`config.mk`:
```
export PLATFORM = sky130hd
export DESIGN_NAME = i2s_port
export DESIGN_NICKNAME = d
export VERILOG_FILES = /design/src/i2s_pkg.sv /design/src/i2s_ctrl_regs.sv /design/src/i2s_frame_gen.sv /design/src/i2s_port.sv /design/src/i2s_rx.sv /design/src/i2s_tx.sv
export VERILOG_INCLUDE_DIRS = /design/src
export SDC_FILE = /design/constraint.sdc
export NUM_CORES = 1
export LEC_CHECK = 0
export CORE_MARGIN = 2
export CORE_UTILIZATION = 60
export DETAILED_ROUTE_END_ITERATION = 16
export DONT_BUFFER_PORTS = 1
export GPL_TIMING_DRIVEN = 0
export PLACE_DENSITY = 0.87
export SYNTH_ARGS = -nofsm -noshare
export SYNTH_HDL_FRONTEND = slang
export SYNTH_HIERARCHICAL = 1
export SYNTH_SLANG_ARGS = --single-unit
```
`constraint.sdc`:
```
create_clock -name CBCLK -period 2.27 [get_ports CBCLK]
set_input_delay 0.454 -clock CBCLK [delete_from_list [all_inputs] [get_ports CBCLK]]
set_output_delay 0.454 -clock CBCLK [all_outputs]
set_load 0.005 [all_outputs]
```
`src/i2s_consts.svh`:
```
/* word length, frame length and default test pattern for the I2S port */

`ifndef I2S_CONSTS_SVH
`define I2S_CONSTS_SVH

// bits per channel, MSB first on the wire
`define I2S_WORD_BITS 16

// bit clocks per CLRCLK period
// left half then right half
`define I2S_FRAME_BITS 32

// reset value of both pattern registers
`define I2S_DEF_PATTERN 16'h8F50

`endif

```
`src/i2s_pkg.sv`:
```
/* shared types for the I2S port: register map and FSM state encodings */

package i2s_pkg;

	// register map of the config port
	typedef enum logic [1:0] {
		REG_CTRL  = 2'd0,	// bit0 enable, bit1 pattern_sel
		REG_PAT_L = 2'd1,	// left test pattern word
		REG_PAT_R = 2'd2	// right test pattern word
	} reg_addr_t;

	// receiver FSM, follows CLRCLK edges on its own
	typedef enum logic [2:0] {
		RX_WAIT_HIGH  = 3'd0,
		RX_WAIT_LOW   = 3'd1,
		RX_LEFT       = 3'd2,
		RX_WAIT_RIGHT = 3'd3,
		RX_RIGHT      = 3'd4
	} rx_state_t;

	// transmitter FSM
	typedef enum logic {
		TX_IDLE = 1'b0,
		TX_RUN  = 1'b1
	} tx_state_t;

endpackage

```
`src/i2s_ctrl_regs.sv`:
```
/* write-only control registers: enable, source select, left/right test pattern */

`timescale 1ns/1ns
`include "i2s_consts.svh"

module i2s_ctrl_regs
	import i2s_pkg::*;
(
	input  logic                      CBCLK,
	input  logic                      rst_n,
	input  logic                      cfg_we,		// write strobe, no ack
	input  reg_addr_t                 cfg_addr,
	input  logic [`I2S_WORD_BITS-1:0] cfg_wdata,
	output logic                      enable,
	output logic                      pattern_sel,	// 1 sends the pattern words
	output logic [`I2S_WORD_BITS-1:0] pat_left,
	output logic [`I2S_WORD_BITS-1:0] pat_right
);

	// control bits
	always_ff @(posedge CBCLK) begin
		if (!rst_n) begin
			enable      <= 1'b0;	// port idles after reset
			pattern_sel <= 1'b0;
		end else if (cfg_we && cfg_addr == REG_CTRL) begin
			enable      <= cfg_wdata[0];
			pattern_sel <= cfg_wdata[1];	// upper bits ignored
		end
	end

	// pattern words come up as the fixed test value
	always_ff @(posedge CBCLK) begin
		if (!rst_n) begin
			pat_left  <= `I2S_DEF_PATTERN;
			pat_right <= `I2S_DEF_PATTERN;
		end else if (cfg_we) begin
			case (cfg_addr)
				REG_PAT_L: pat_left  <= cfg_wdata;
				REG_PAT_R: pat_right <= cfg_wdata;
				default: ;	// REG_CTRL handled above
			endcase
		end
	end

	// host may only write mapped addresses
	a_cfg_addr_known: assert property (
		@(posedge CBCLK) disable iff (!rst_n)
		cfg_we |-> cfg_addr inside {REG_CTRL, REG_PAT_L, REG_PAT_R}
	) else $error("write to unmapped register address %0d", cfg_addr);

endmodule

```
`src/i2s_frame_gen.sv`:
```
/* frame bit counter, makes CLRCLK and the frame_start strobe */

`timescale 1ns/1ns
`include "i2s_consts.svh"

module i2s_frame_gen (
	input  logic CBCLK,
	input  logic rst_n,
	input  logic enable,
	output logic clrclk,		// low = left, high = right
	output logic frame_start	// last bit clock of the frame
);

	localparam int CNT_W = $clog2(`I2S_FRAME_BITS);
	localparam logic [CNT_W-1:0] HALF = CNT_W'(`I2S_WORD_BITS);
	localparam logic [CNT_W-1:0] LAST = CNT_W'(`I2S_FRAME_BITS - 1);

	logic [CNT_W-1:0] bit_cnt;

	// count 0..31 while enabled
	// parked at 0 so the first enabled cycle is count 0
	always_ff @(posedge CBCLK) begin
		if (!rst_n) begin
			bit_cnt <= '0;
		end else if (!enable) begin
			bit_cnt <= '0;
		end else if (bit_cnt == LAST) begin
			bit_cnt <= '0;
		end else begin
			bit_cnt <= bit_cnt + 1'b1;
		end
	end

	// CLRCLK idles high
	// left half is counts 0..15
	assign clrclk = enable ? (bit_cnt >= HALF) : 1'b1;

	// tx latches its next pair here
	assign frame_start = enable && (bit_cnt == LAST);

	// while running, CLRCLK may only flip at the half boundaries
	a_clr_toggle: assert property (
		@(posedge CBCLK) disable iff (!rst_n)
		enable && $past(enable) && (clrclk != $past(clrclk))
			|-> (bit_cnt == '0) || (bit_cnt == HALF)
	) else $error("CLRCLK toggled at count %0d", bit_cnt);

endmodule

```
`src/i2s_port.sv`:
```
/* I2S port top: control registers, frame generator, transmitter, receiver */

`timescale 1ns/1ns
`include "i2s_consts.svh"

module i2s_port
	import i2s_pkg::*;
(
	input  logic                      CBCLK,	// codec bit clock, only clock
	input  logic                      rst_n,
	input  logic                      cfg_we,
	input  reg_addr_t                 cfg_addr,
	input  logic [`I2S_WORD_BITS-1:0] cfg_wdata,
	input  logic [`I2S_WORD_BITS-1:0] tx_left,
	input  logic [`I2S_WORD_BITS-1:0] tx_right,
	input  logic                      sdin,
	output logic                      clrclk,
	output logic                      sdout,
	output logic                      tx_load,
	output logic [`I2S_WORD_BITS-1:0] rx_left,
	output logic [`I2S_WORD_BITS-1:0] rx_right,
	output logic                      rx_valid
);

	logic                      enable;
	logic                      pattern_sel;
	logic [`I2S_WORD_BITS-1:0] pat_left;
	logic [`I2S_WORD_BITS-1:0] pat_right;
	logic                      frame_start;

	i2s_ctrl_regs regs0 (
		.CBCLK       (CBCLK),
		.rst_n       (rst_n),
		.cfg_we      (cfg_we),
		.cfg_addr    (cfg_addr),
		.cfg_wdata   (cfg_wdata),
		.enable      (enable),
		.pattern_sel (pattern_sel),
		.pat_left    (pat_left),
		.pat_right   (pat_right)
	);

	i2s_frame_gen fgen0 (
		.CBCLK       (CBCLK),
		.rst_n       (rst_n),
		.enable      (enable),
		.clrclk      (clrclk),
		.frame_start (frame_start)
	);

	i2s_tx tx0 (
		.CBCLK       (CBCLK),
		.rst_n       (rst_n),
		.frame_start (frame_start),
		.pattern_sel (pattern_sel),
		.pat_left    (pat_left),
		.pat_right   (pat_right),
		.tx_left     (tx_left),
		.tx_right    (tx_right),
		.sdout       (sdout),
		.tx_load     (tx_load)
	);

	// rx sees only CLRCLK, not the frame counter
	i2s_rx rx0 (
		.CBCLK    (CBCLK),
		.rst_n    (rst_n),
		.enable   (enable),
		.clrclk   (clrclk),
		.sdin     (sdin),
		.rx_left  (rx_left),
		.rx_right (rx_right),
		.rx_valid (rx_valid)
	);

endmodule

```
`src/i2s_rx.sv`:
```
/* receiver FSM, tracks CLRCLK edges and deserializes left/right ADC words */

`timescale 1ns/1ns
`include "i2s_consts.svh"

module i2s_rx
	import i2s_pkg::*;
(
	input  logic                      CBCLK,
	input  logic                      rst_n,
	input  logic                      enable,
	input  logic                      clrclk,
	input  logic                      sdin,		// serial data from codec ADC
	output logic [`I2S_WORD_BITS-1:0] rx_left,
	output logic [`I2S_WORD_BITS-1:0] rx_right,
	output logic                      rx_valid	// one pulse per pair
);

	localparam int W     = `I2S_WORD_BITS;
	localparam int BIT_W = $clog2(`I2S_WORD_BITS);
	localparam logic [BIT_W-1:0] LAST = BIT_W'(`I2S_WORD_BITS - 1);

	rx_state_t        state;
	logic [BIT_W-1:0] bit_cnt;	// bits still to take, counts down
	logic [W-1:0]     shreg;
	logic [W-1:0]     word_in;	// word including the bit on sdin now
	logic             last_left;
	logic             last_right;

	// free-running input shifter
	assign word_in = {shreg[W-2:0], sdin};

	always_ff @(posedge CBCLK) begin
		shreg <= word_in;
	end

	assign last_left  = (state == RX_LEFT)  && (bit_cnt == '0);
	assign last_right = (state == RX_RIGHT) && (bit_cnt == '0);

	// the edge that first sees a new CLRCLK level samples the delay bit
	always_ff @(posedge CBCLK) begin
		if (!rst_n) begin
			state    <= RX_WAIT_HIGH;
			bit_cnt  <= '0;
			rx_valid <= 1'b0;
		end else if (!enable) begin
			state    <= RX_WAIT_HIGH;
			bit_cnt  <= '0;
			rx_valid <= 1'b0;
		end else begin
			rx_valid <= last_right;
			case (state)
				RX_WAIT_HIGH: if (clrclk) state <= RX_WAIT_LOW;
				RX_WAIT_LOW: begin
					if (!clrclk) begin	// delay bit, skip it
						state   <= RX_LEFT;
						bit_cnt <= LAST;
					end
				end
				RX_LEFT: begin
					if (bit_cnt != '0) begin
						bit_cnt <= bit_cnt - 1'b1;
					end else if (clrclk) begin	// left LSB sits in the right delay slot
						state   <= RX_RIGHT;
						bit_cnt <= LAST;
					end else begin
						state <= RX_WAIT_RIGHT;
					end
				end
				RX_WAIT_RIGHT: begin
					if (clrclk) begin
						state   <= RX_RIGHT;
						bit_cnt <= LAST;
					end
				end
				RX_RIGHT: begin
					if (bit_cnt != '0) begin
						bit_cnt <= bit_cnt - 1'b1;
					end else if (!clrclk) begin	// next left frame follows directly
						state   <= RX_LEFT;
						bit_cnt <= LAST;
					end else begin
						state <= RX_WAIT_LOW;
					end
				end
				default: state <= RX_WAIT_HIGH;
			endcase
		end
	end

	// words hold until the next capture
	always_ff @(posedge CBCLK) begin
		if (enable && last_left)  rx_left  <= word_in;
		if (enable && last_right) rx_right <= word_in;
	end

	a_valid_pulse: assert property (
		@(posedge CBCLK) disable iff (!rst_n)
		rx_valid |=> !rx_valid
	) else $error("rx_valid high for two cycles");

endmodule

```
`src/i2s_tx.sv`:
```
/* transmit sample latch and 33-bit shifter with the I2S one-bit delay */

`timescale 1ns/1ns
`include "i2s_consts.svh"

module i2s_tx
	import i2s_pkg::*;
(
	input  logic                      CBCLK,
	input  logic                      rst_n,
	input  logic                      frame_start,
	input  logic                      pattern_sel,
	input  logic [`I2S_WORD_BITS-1:0] pat_left,
	input  logic [`I2S_WORD_BITS-1:0] pat_right,
	input  logic [`I2S_WORD_BITS-1:0] tx_left,
	input  logic [`I2S_WORD_BITS-1:0] tx_right,
	output logic                      sdout,	// serial data to codec DAC
	output logic                      tx_load	// tx_left/tx_right taken
);

	localparam int W     = `I2S_WORD_BITS;
	localparam int CNT_W = $clog2(`I2S_FRAME_BITS);
	localparam logic [CNT_W-1:0] LAST = CNT_W'(`I2S_FRAME_BITS - 1);

	tx_state_t        state;
	logic [2*W:0]     shreg;	// top bit is the delay slot
	logic [2*W-1:0]   sample;
	logic [CNT_W-1:0] bit_cnt;	// bits shifted since the last load

	// source chosen at the strobe
	assign sample = pattern_sel ? {pat_left, pat_right} : {tx_left, tx_right};

	always_ff @(posedge CBCLK) begin
		if (!rst_n) begin
			state   <= TX_IDLE;
			shreg   <= '0;
			bit_cnt <= '0;
		end else if (frame_start) begin
			state   <= TX_RUN;
			// old right LSB goes out in the delay slot
			shreg   <= {shreg[2*W-1], sample};
			bit_cnt <= '0;
		end else if (state == TX_RUN) begin
			bit_cnt <= bit_cnt + 1'b1;
			if (bit_cnt == LAST) begin	// strobe missed, generator stopped
				state <= TX_IDLE;
				shreg <= '0;
			end else begin
				shreg <= {shreg[2*W-1:0], 1'b0};	// MSB first
			end
		end
	end

	assign sdout   = shreg[2*W];
	assign tx_load = frame_start;	// host sees the sampling instant

	a_load_only_on_start: assert property (
		@(posedge CBCLK) disable iff (!rst_n)
		tx_load |-> frame_start
	) else $error("tx_load without frame_start");

endmodule

```
# Word-level counts from Yosys, hierarchy flattened
# Cells that the tools add are included.
[op_classes]
add_sub_neg = 3
n_lt_le_gt_ge = 1
n_eq_ne = 13
muxes = 21
n_bitwise = 2
n_reduce_logical = 18
[op_table]
columns = ["operator", "n"]
rows = [
  ["$mux W33", 3],
  ["$mux W32", 1],
  ["$mux W3", 6],
  ["$mux W4", 4],
  ["$pmux W4 S4", 1],
  ["$pmux W3 S5", 1],
  ["$add A5 B1 Y5 const B", 2],
  ["$eq A5 B5 Y1 const B", 2],
  ["$reduce_bool A4 Y1", 2],
  ["$eq A3 B2 Y1 const B", 2],
  ["$logic_and A1 B1 Y1", 6],
  ["$ne A2 B2 Y1 const B", 3],
  ["$reduce_and A2 Y1", 3],
  ["$ge A5 B5 Y1 const B", 1],
  ["$reduce_and A5 Y1", 1],
  ["$logic_not A4 Y1", 1],
  ["$mux W1", 4],
  ["$ne A2 B1 Y1 const B", 2],
  ["$sub A4 B1 Y4 const B", 1],
  ["$eq A3 B1 Y1 const B", 1],
  ["$eq A3 B3 Y1 const B", 1],
  ["$logic_not A3 Y1", 1],
  ["$reduce_or A3 Y1", 1],
  ["$eq A2 B1 Y1 const B", 1],
  ["other kinds (6)", 7],
]
[word_totals]
ff_bits = 133
input_bits = 54
word_cells = 72

# Longest topological paths before layout
[logic_depth]
ltp_word = 5
mapped_depth = 8

# By module
# The synthesis kept the hierarchy.
[by_module_without_submodules]
columns = ["mod", "instances", "cells_per_inst", "area_each_um2", "seq_area_each_um2"]
rows = [
  ["i2s_tx", 1, 277, 2269.7, 780.7],
  ["i2s_rx", 1, 107, 1784.2, 1421.4],
  ["i2s_ctrl_regs", 1, 131, 1362.6, 680.7],
  ["i2s_frame_gen", 1, 22, 219.0, 100.1],
]

# Least setup slack after synthesis
# Ideal clock, no wire load.
[synth_timing]
kind = "register -> register"
startpoint = "register rx0.bit_cnt[0]"
endpoint = "register rx0.rx_right[0], enable pin"
setup_ns = 0.388
arrival_ns = 1.548
path_slack_ns = 0.334
stages_incl_launch_ff = 7
n_path_buf = 0
synth_period_minus_slack_ns = 1.936
cell_sequence = "dfxtp_1 > inv_1 > ha_1 > nand2b_1 > nor3_1 > nand2_1 > nor2_1"
[synth_between]
elab_chain_cells = 3
[synth_rtl]
columns = ["element", "line_no", "rtl"]
rows = [
  ["start, declared", "i2s_rx.sv:24", "logic [BIT_W-1:0] bit_cnt;"],
  ["start signal, assigned", "i2s_rx.sv:62", "bit_cnt <= bit_cnt - 1'b1;"],
  ["start signal, assigned", "i2s_rx.sv:78", "bit_cnt <= bit_cnt - 1'b1;"],
  ["$logic_not A4 Y1", "i2s_rx.sv:38", "assign last_right = (state == RX_RIGHT) && (bit_cnt == '0);"],
  ["$logic_and A1 B1 Y1", "i2s_rx.sv:38", ""],
  ["$logic_and A1 B1 Y1", "i2s_rx.sv:94", "if (enable && last_right) rx_right <= word_in;"],
  ["end signal, assigned", "i2s_rx.sv:94", ""],
  ["end, declared", "i2s_rx.sv:15", "output logic [`I2S_WORD_BITS-1:0] rx_right,"],
]
# No other way between the ends.
# A chain may end at the register's enable or synchronous reset.

# Worst setup path in the final report
[layout_timing]
startpoint = "register fgen0.bit_cnt[0]"
endpoint = "output tx_load"
[layout_between]
elab_chain_cells = 2
[layout_rtl]
columns = ["element", "line_no", "rtl"]
rows = [
  ["start, declared", "i2s_frame_gen.sv:18", "logic [CNT_W-1:0] bit_cnt;"],
  ["start signal, assigned", "i2s_frame_gen.sv:30", "bit_cnt <= bit_cnt + 1'b1;"],
  ["$eq A5 B5 Y1", "i2s_frame_gen.sv:39", "assign frame_start = enable && (bit_cnt == LAST);"],
  ["$logic_and A1 B1 Y1", "i2s_frame_gen.sv:39", ""],
  ["end, declared", "i2s_port.sv:19", "output logic tx_load,"],
]
# No other way between the ends.

==> impl_metrics.tcl <==
set metrics [dict create \
    status "complete, no violations" \
    diodes 0 \
    fin_area_um2 6392 \
    end_kind "output port" \
    synth_seq_cells 133 \
    preCtsSetupSlack_ns -0.2014 \
    num_io_pins 90 \
    irDropWorstVdd_mv 0.6142 \
    grt_max_degree 17 \
    period_needed_ns 2.159 \
    power_density_nw_per_um2 832.0 \
    criticalPathCategory "flop to output port" \
    ys_warn_count 6 \
    initial_utilization_pct 61.28 \
    dp_hpwl_um 8679 \
    chipHeight_um 100.9 \
    rsz0062_at_grt "yes" \
    layout-drive-gt1-share_pct 13.13 \
    grt_usage_pct 26.40 \
    syn2layout_area_growth_pct 13.43 \
    overflow 0 \
    nets 618 \
    wire_per_inst_um 18.75 \
    crit_chain "ha_1 -> and3_1 -> ha_2 -> and2_4 -> buf_4" \
    post-route-util_pct 69.51 \
    cp.arrival_ns 1.71 \
    synth.most_common_cell "dfxtp_1" \
    cts_tree "yes" \
    wl_met3_um 925 \
    synth_top_cell_by_area "dfxtp_1" \
    worst_slew_pin_slew_ns 0.8281 \
    met2_length_um 6125 \
    drv_cap 0 \
    cp_slowest_cell "dfxtp_2" \
    drt_first_iter_violations 328 \
    numCtsBuffers 17 \
    dr.pass1.iters 5 \
    insertion_delay_ns 0.53 \
    synth.avg_cell_area_um2 10.49 \
    synth_top_area_share_pct 35.88 \
    tns_ns 0 \
    grt_pass1_vias 3922 \
    grt_pass1_wl_um 20300 \
    ys.flop_type "dfxtp_1" \
    setup_viol 0 \
    cp-start-kind "flop" \
    place_area_um2 5774 \
    synthCells 537 \
    dieArea_um2 10180 \
    synthesis.nets 597 \
    fp.coreArea_um2 9196 \
    antenna_left 0 \
    fp.dieW_um 100.9 \
    clk_pin_slew_worst_paths_ns 0.06 \
    finalHoldViolCount 0 \
    wl_um 12790 \
    crit_path_max_incr_delay_ns 0.33 \
    num_vias 4121 \
    slew_headroom_pct 44.73 \
    cts.sink_count 133 \
    yosysUniqueCellTypes 50 \
    root_buffer "clkbuf_8" \
    fin_ws_ns 0.1107 \
    num_rows 35 \
    critPathTopFamily "adder cells" \
    htree_levels 4 \
    skew_ns 0.01155 \
    hold_class "input pin to flop" \
    top_layer_used "met4" \
    antenna_found_initial 0 \
    met1Wirelength_um 5386 \
    async_reset_ff_share_pct 0 \
    drv_slew 0 \
    synthTopCellsByArea "dfxtp_1 36%, edfxtp_1 17%, mux2i_1 12%" \
    min_period_over_period_pct 95.12 \
    timing.critical_path.buf_inv 1 \
    ys_seq_area_share_pct 52.93 \
    synthTopCellsByCount "101 x dfxtp_1, 97 x nand2_1, 69 x mux2i_1" \
    required_ns 1.82 \
    p_leak_nw 2.703 \
    syn_area_um2 5635 \
    detail_route.vias_per_cell 6.043 \
    synth_edf_count 32 \
    io_buffers 0 \
    gp_congestion 0.9225 \
    cts_buffer_depth 2 \
    drc 0 \
    crit_path_max_fanout 6 \
    fmax_ghz 0.4631 \
]
==> cell families after synthesis <==
family                   count (synthesis)  share of synthesized area (%)
AO/OA/AOI/OAI                           80                          11.01
XOR/XNOR                                 6                         0.9325
adder cells (fa/ha/maj)                  6                          1.332
buffers and inverters                   73                          6.394
flip-flops                             133                          52.93
multiplexers                            70                          12.46
AND/OR/NAND/NOR                        169                          14.94
==> path summary, 6_finish.rpt <==
kind	startpoint	to	slack, ns	cells past startpoint
max reg2reg	rx0/bit_cnt[0]	rx0/rx_right[7]	0.11	6
max	fgen0/bit_cnt[0]	tx_load	0.11	5
min reg2reg	rx0/shreg[13]	rx0/shreg[14]	0.36	0
min	sdin	rx0/rx_left[0]	0.03	0
==> layer usage <==
| metal | vias up | GRT usage [%] |
|---|---|---|
| met5 | - | 0 |
| met4 | 0 | 10.29 |
| met3 | 34 | 8.252 |
| met2 | 208 | 42.15 |
| met1 | 1962 | 33.59 |
| li1 | 1917 | - |
==> report_power, final <==
| group | switching [W] | total, W | internal [W] |
|---|---|---|---|
| registers | 0.0000276 | 0.00249 | 0.00246 |
| logic | 0.0000877 | 0.000154 | 0.0000661 |
| clock network | 0.00115 | 0.00268 | 0.00152 |
| total | 0.00127 | 0.00532 | 0.00405 |
==> repair_timing <==
item / 4_1_cts / 5_1_grt
endpoints found under the setup margin: 33 / 33
gates resized for setup: 3 / 2
buffers inserted: 0 / 1
endpoints found under the hold margin: 1 / 0
hold buffers: 1 / 0
==> registers in the layout (all words and copies together) (netlist names), 3 cells and up <==
signal,cells
rx0/rx_left,16
regs0/pat_right,16
rx0/bit_cnt,4
tx0/bit_cnt,5
rx0/rx_right,16
tx0/shreg,33
regs0/pat_left,16
fgen0/bit_cnt,5
rx0/state,3
rx0/shreg,15
==> worst reg2reg max path, stage by stage, from the launching register on <==
cell	delay, ns
dfxtp_1	0.33
inv_1	0.09
ha_1	0.22
nand2b_1	0.10
nor3_1	0.21
nand2_1	0.16
nor2_2	0.67
==> cell usage in the layout, fill, tap and decap left out, types with 2 or more instances in the layout <==
| cell | instances |
|---|---|
| or4_1 | 2 |
| and3_1 | 2 |
| and2b_2 | 2 |
| buf_4 | 6 |
| inv_8 | 7 |
| clkbuf_1 | 10 |
| dfxtp_1 | 100 |
| xor2_1 | 2 |
| clkbuf_16 | 16 |
| inv_6 | 3 |
| o211a_1 | 31 |
| ha_1 | 5 |
| o21ai_0 | 3 |
| inv_1 | 36 |
| buf_6 | 5 |
| a211oi_1 | 2 |
| nor3b_1 | 2 |
| nor2_2 | 2 |
| nand2b_1 | 4 |
| clkinv_4 | 2 |
| and3b_1 | 2 |
| nor2_1 | 12 |
| mux2i_1 | 69 |
| buf_2 | 16 |
| nor2b_1 | 23 |
| nand2_1 | 97 |
| nor3_1 | 4 |
| edfxtp_1 | 32 |
| nand3b_1 | 2 |
| a221oi_1 | 2 |
| clkbuf_8 | 2 |
| a21oi_1 | 6 |
| o22ai_1 | 31 |
| xnor2_1 | 4 |
==> stage by stage <==
step,total power (W),cells,hold slack [ns]
6_report,0.005318,682,0.02591
3_3_place_gp,0.002675,648,0.3477
3_5_place_dp,0.002684,648,0.3552
2_1_floorplan,0.002643,537,0.3425
4_1_cts,0.005345,681,0.007086
5_1_grt,0.005482,682,0.0007173
==> cell type report <==
class | count | area, um2
Timing Repair Buffer | 2 | 17.52
Clock buffer | 17 | 414.1
Multi-Input combinational cell | 331 | 2301
Inverter | 36 | 135.1
Sequential cell | 133 | 2984
Buffer | 37 | 225.2
Fill cell | 633 | 2804
Clock inverter | 15 | 176.4
Tap cell | 111 | 138.9
Power figures use the tool's default switching activity.
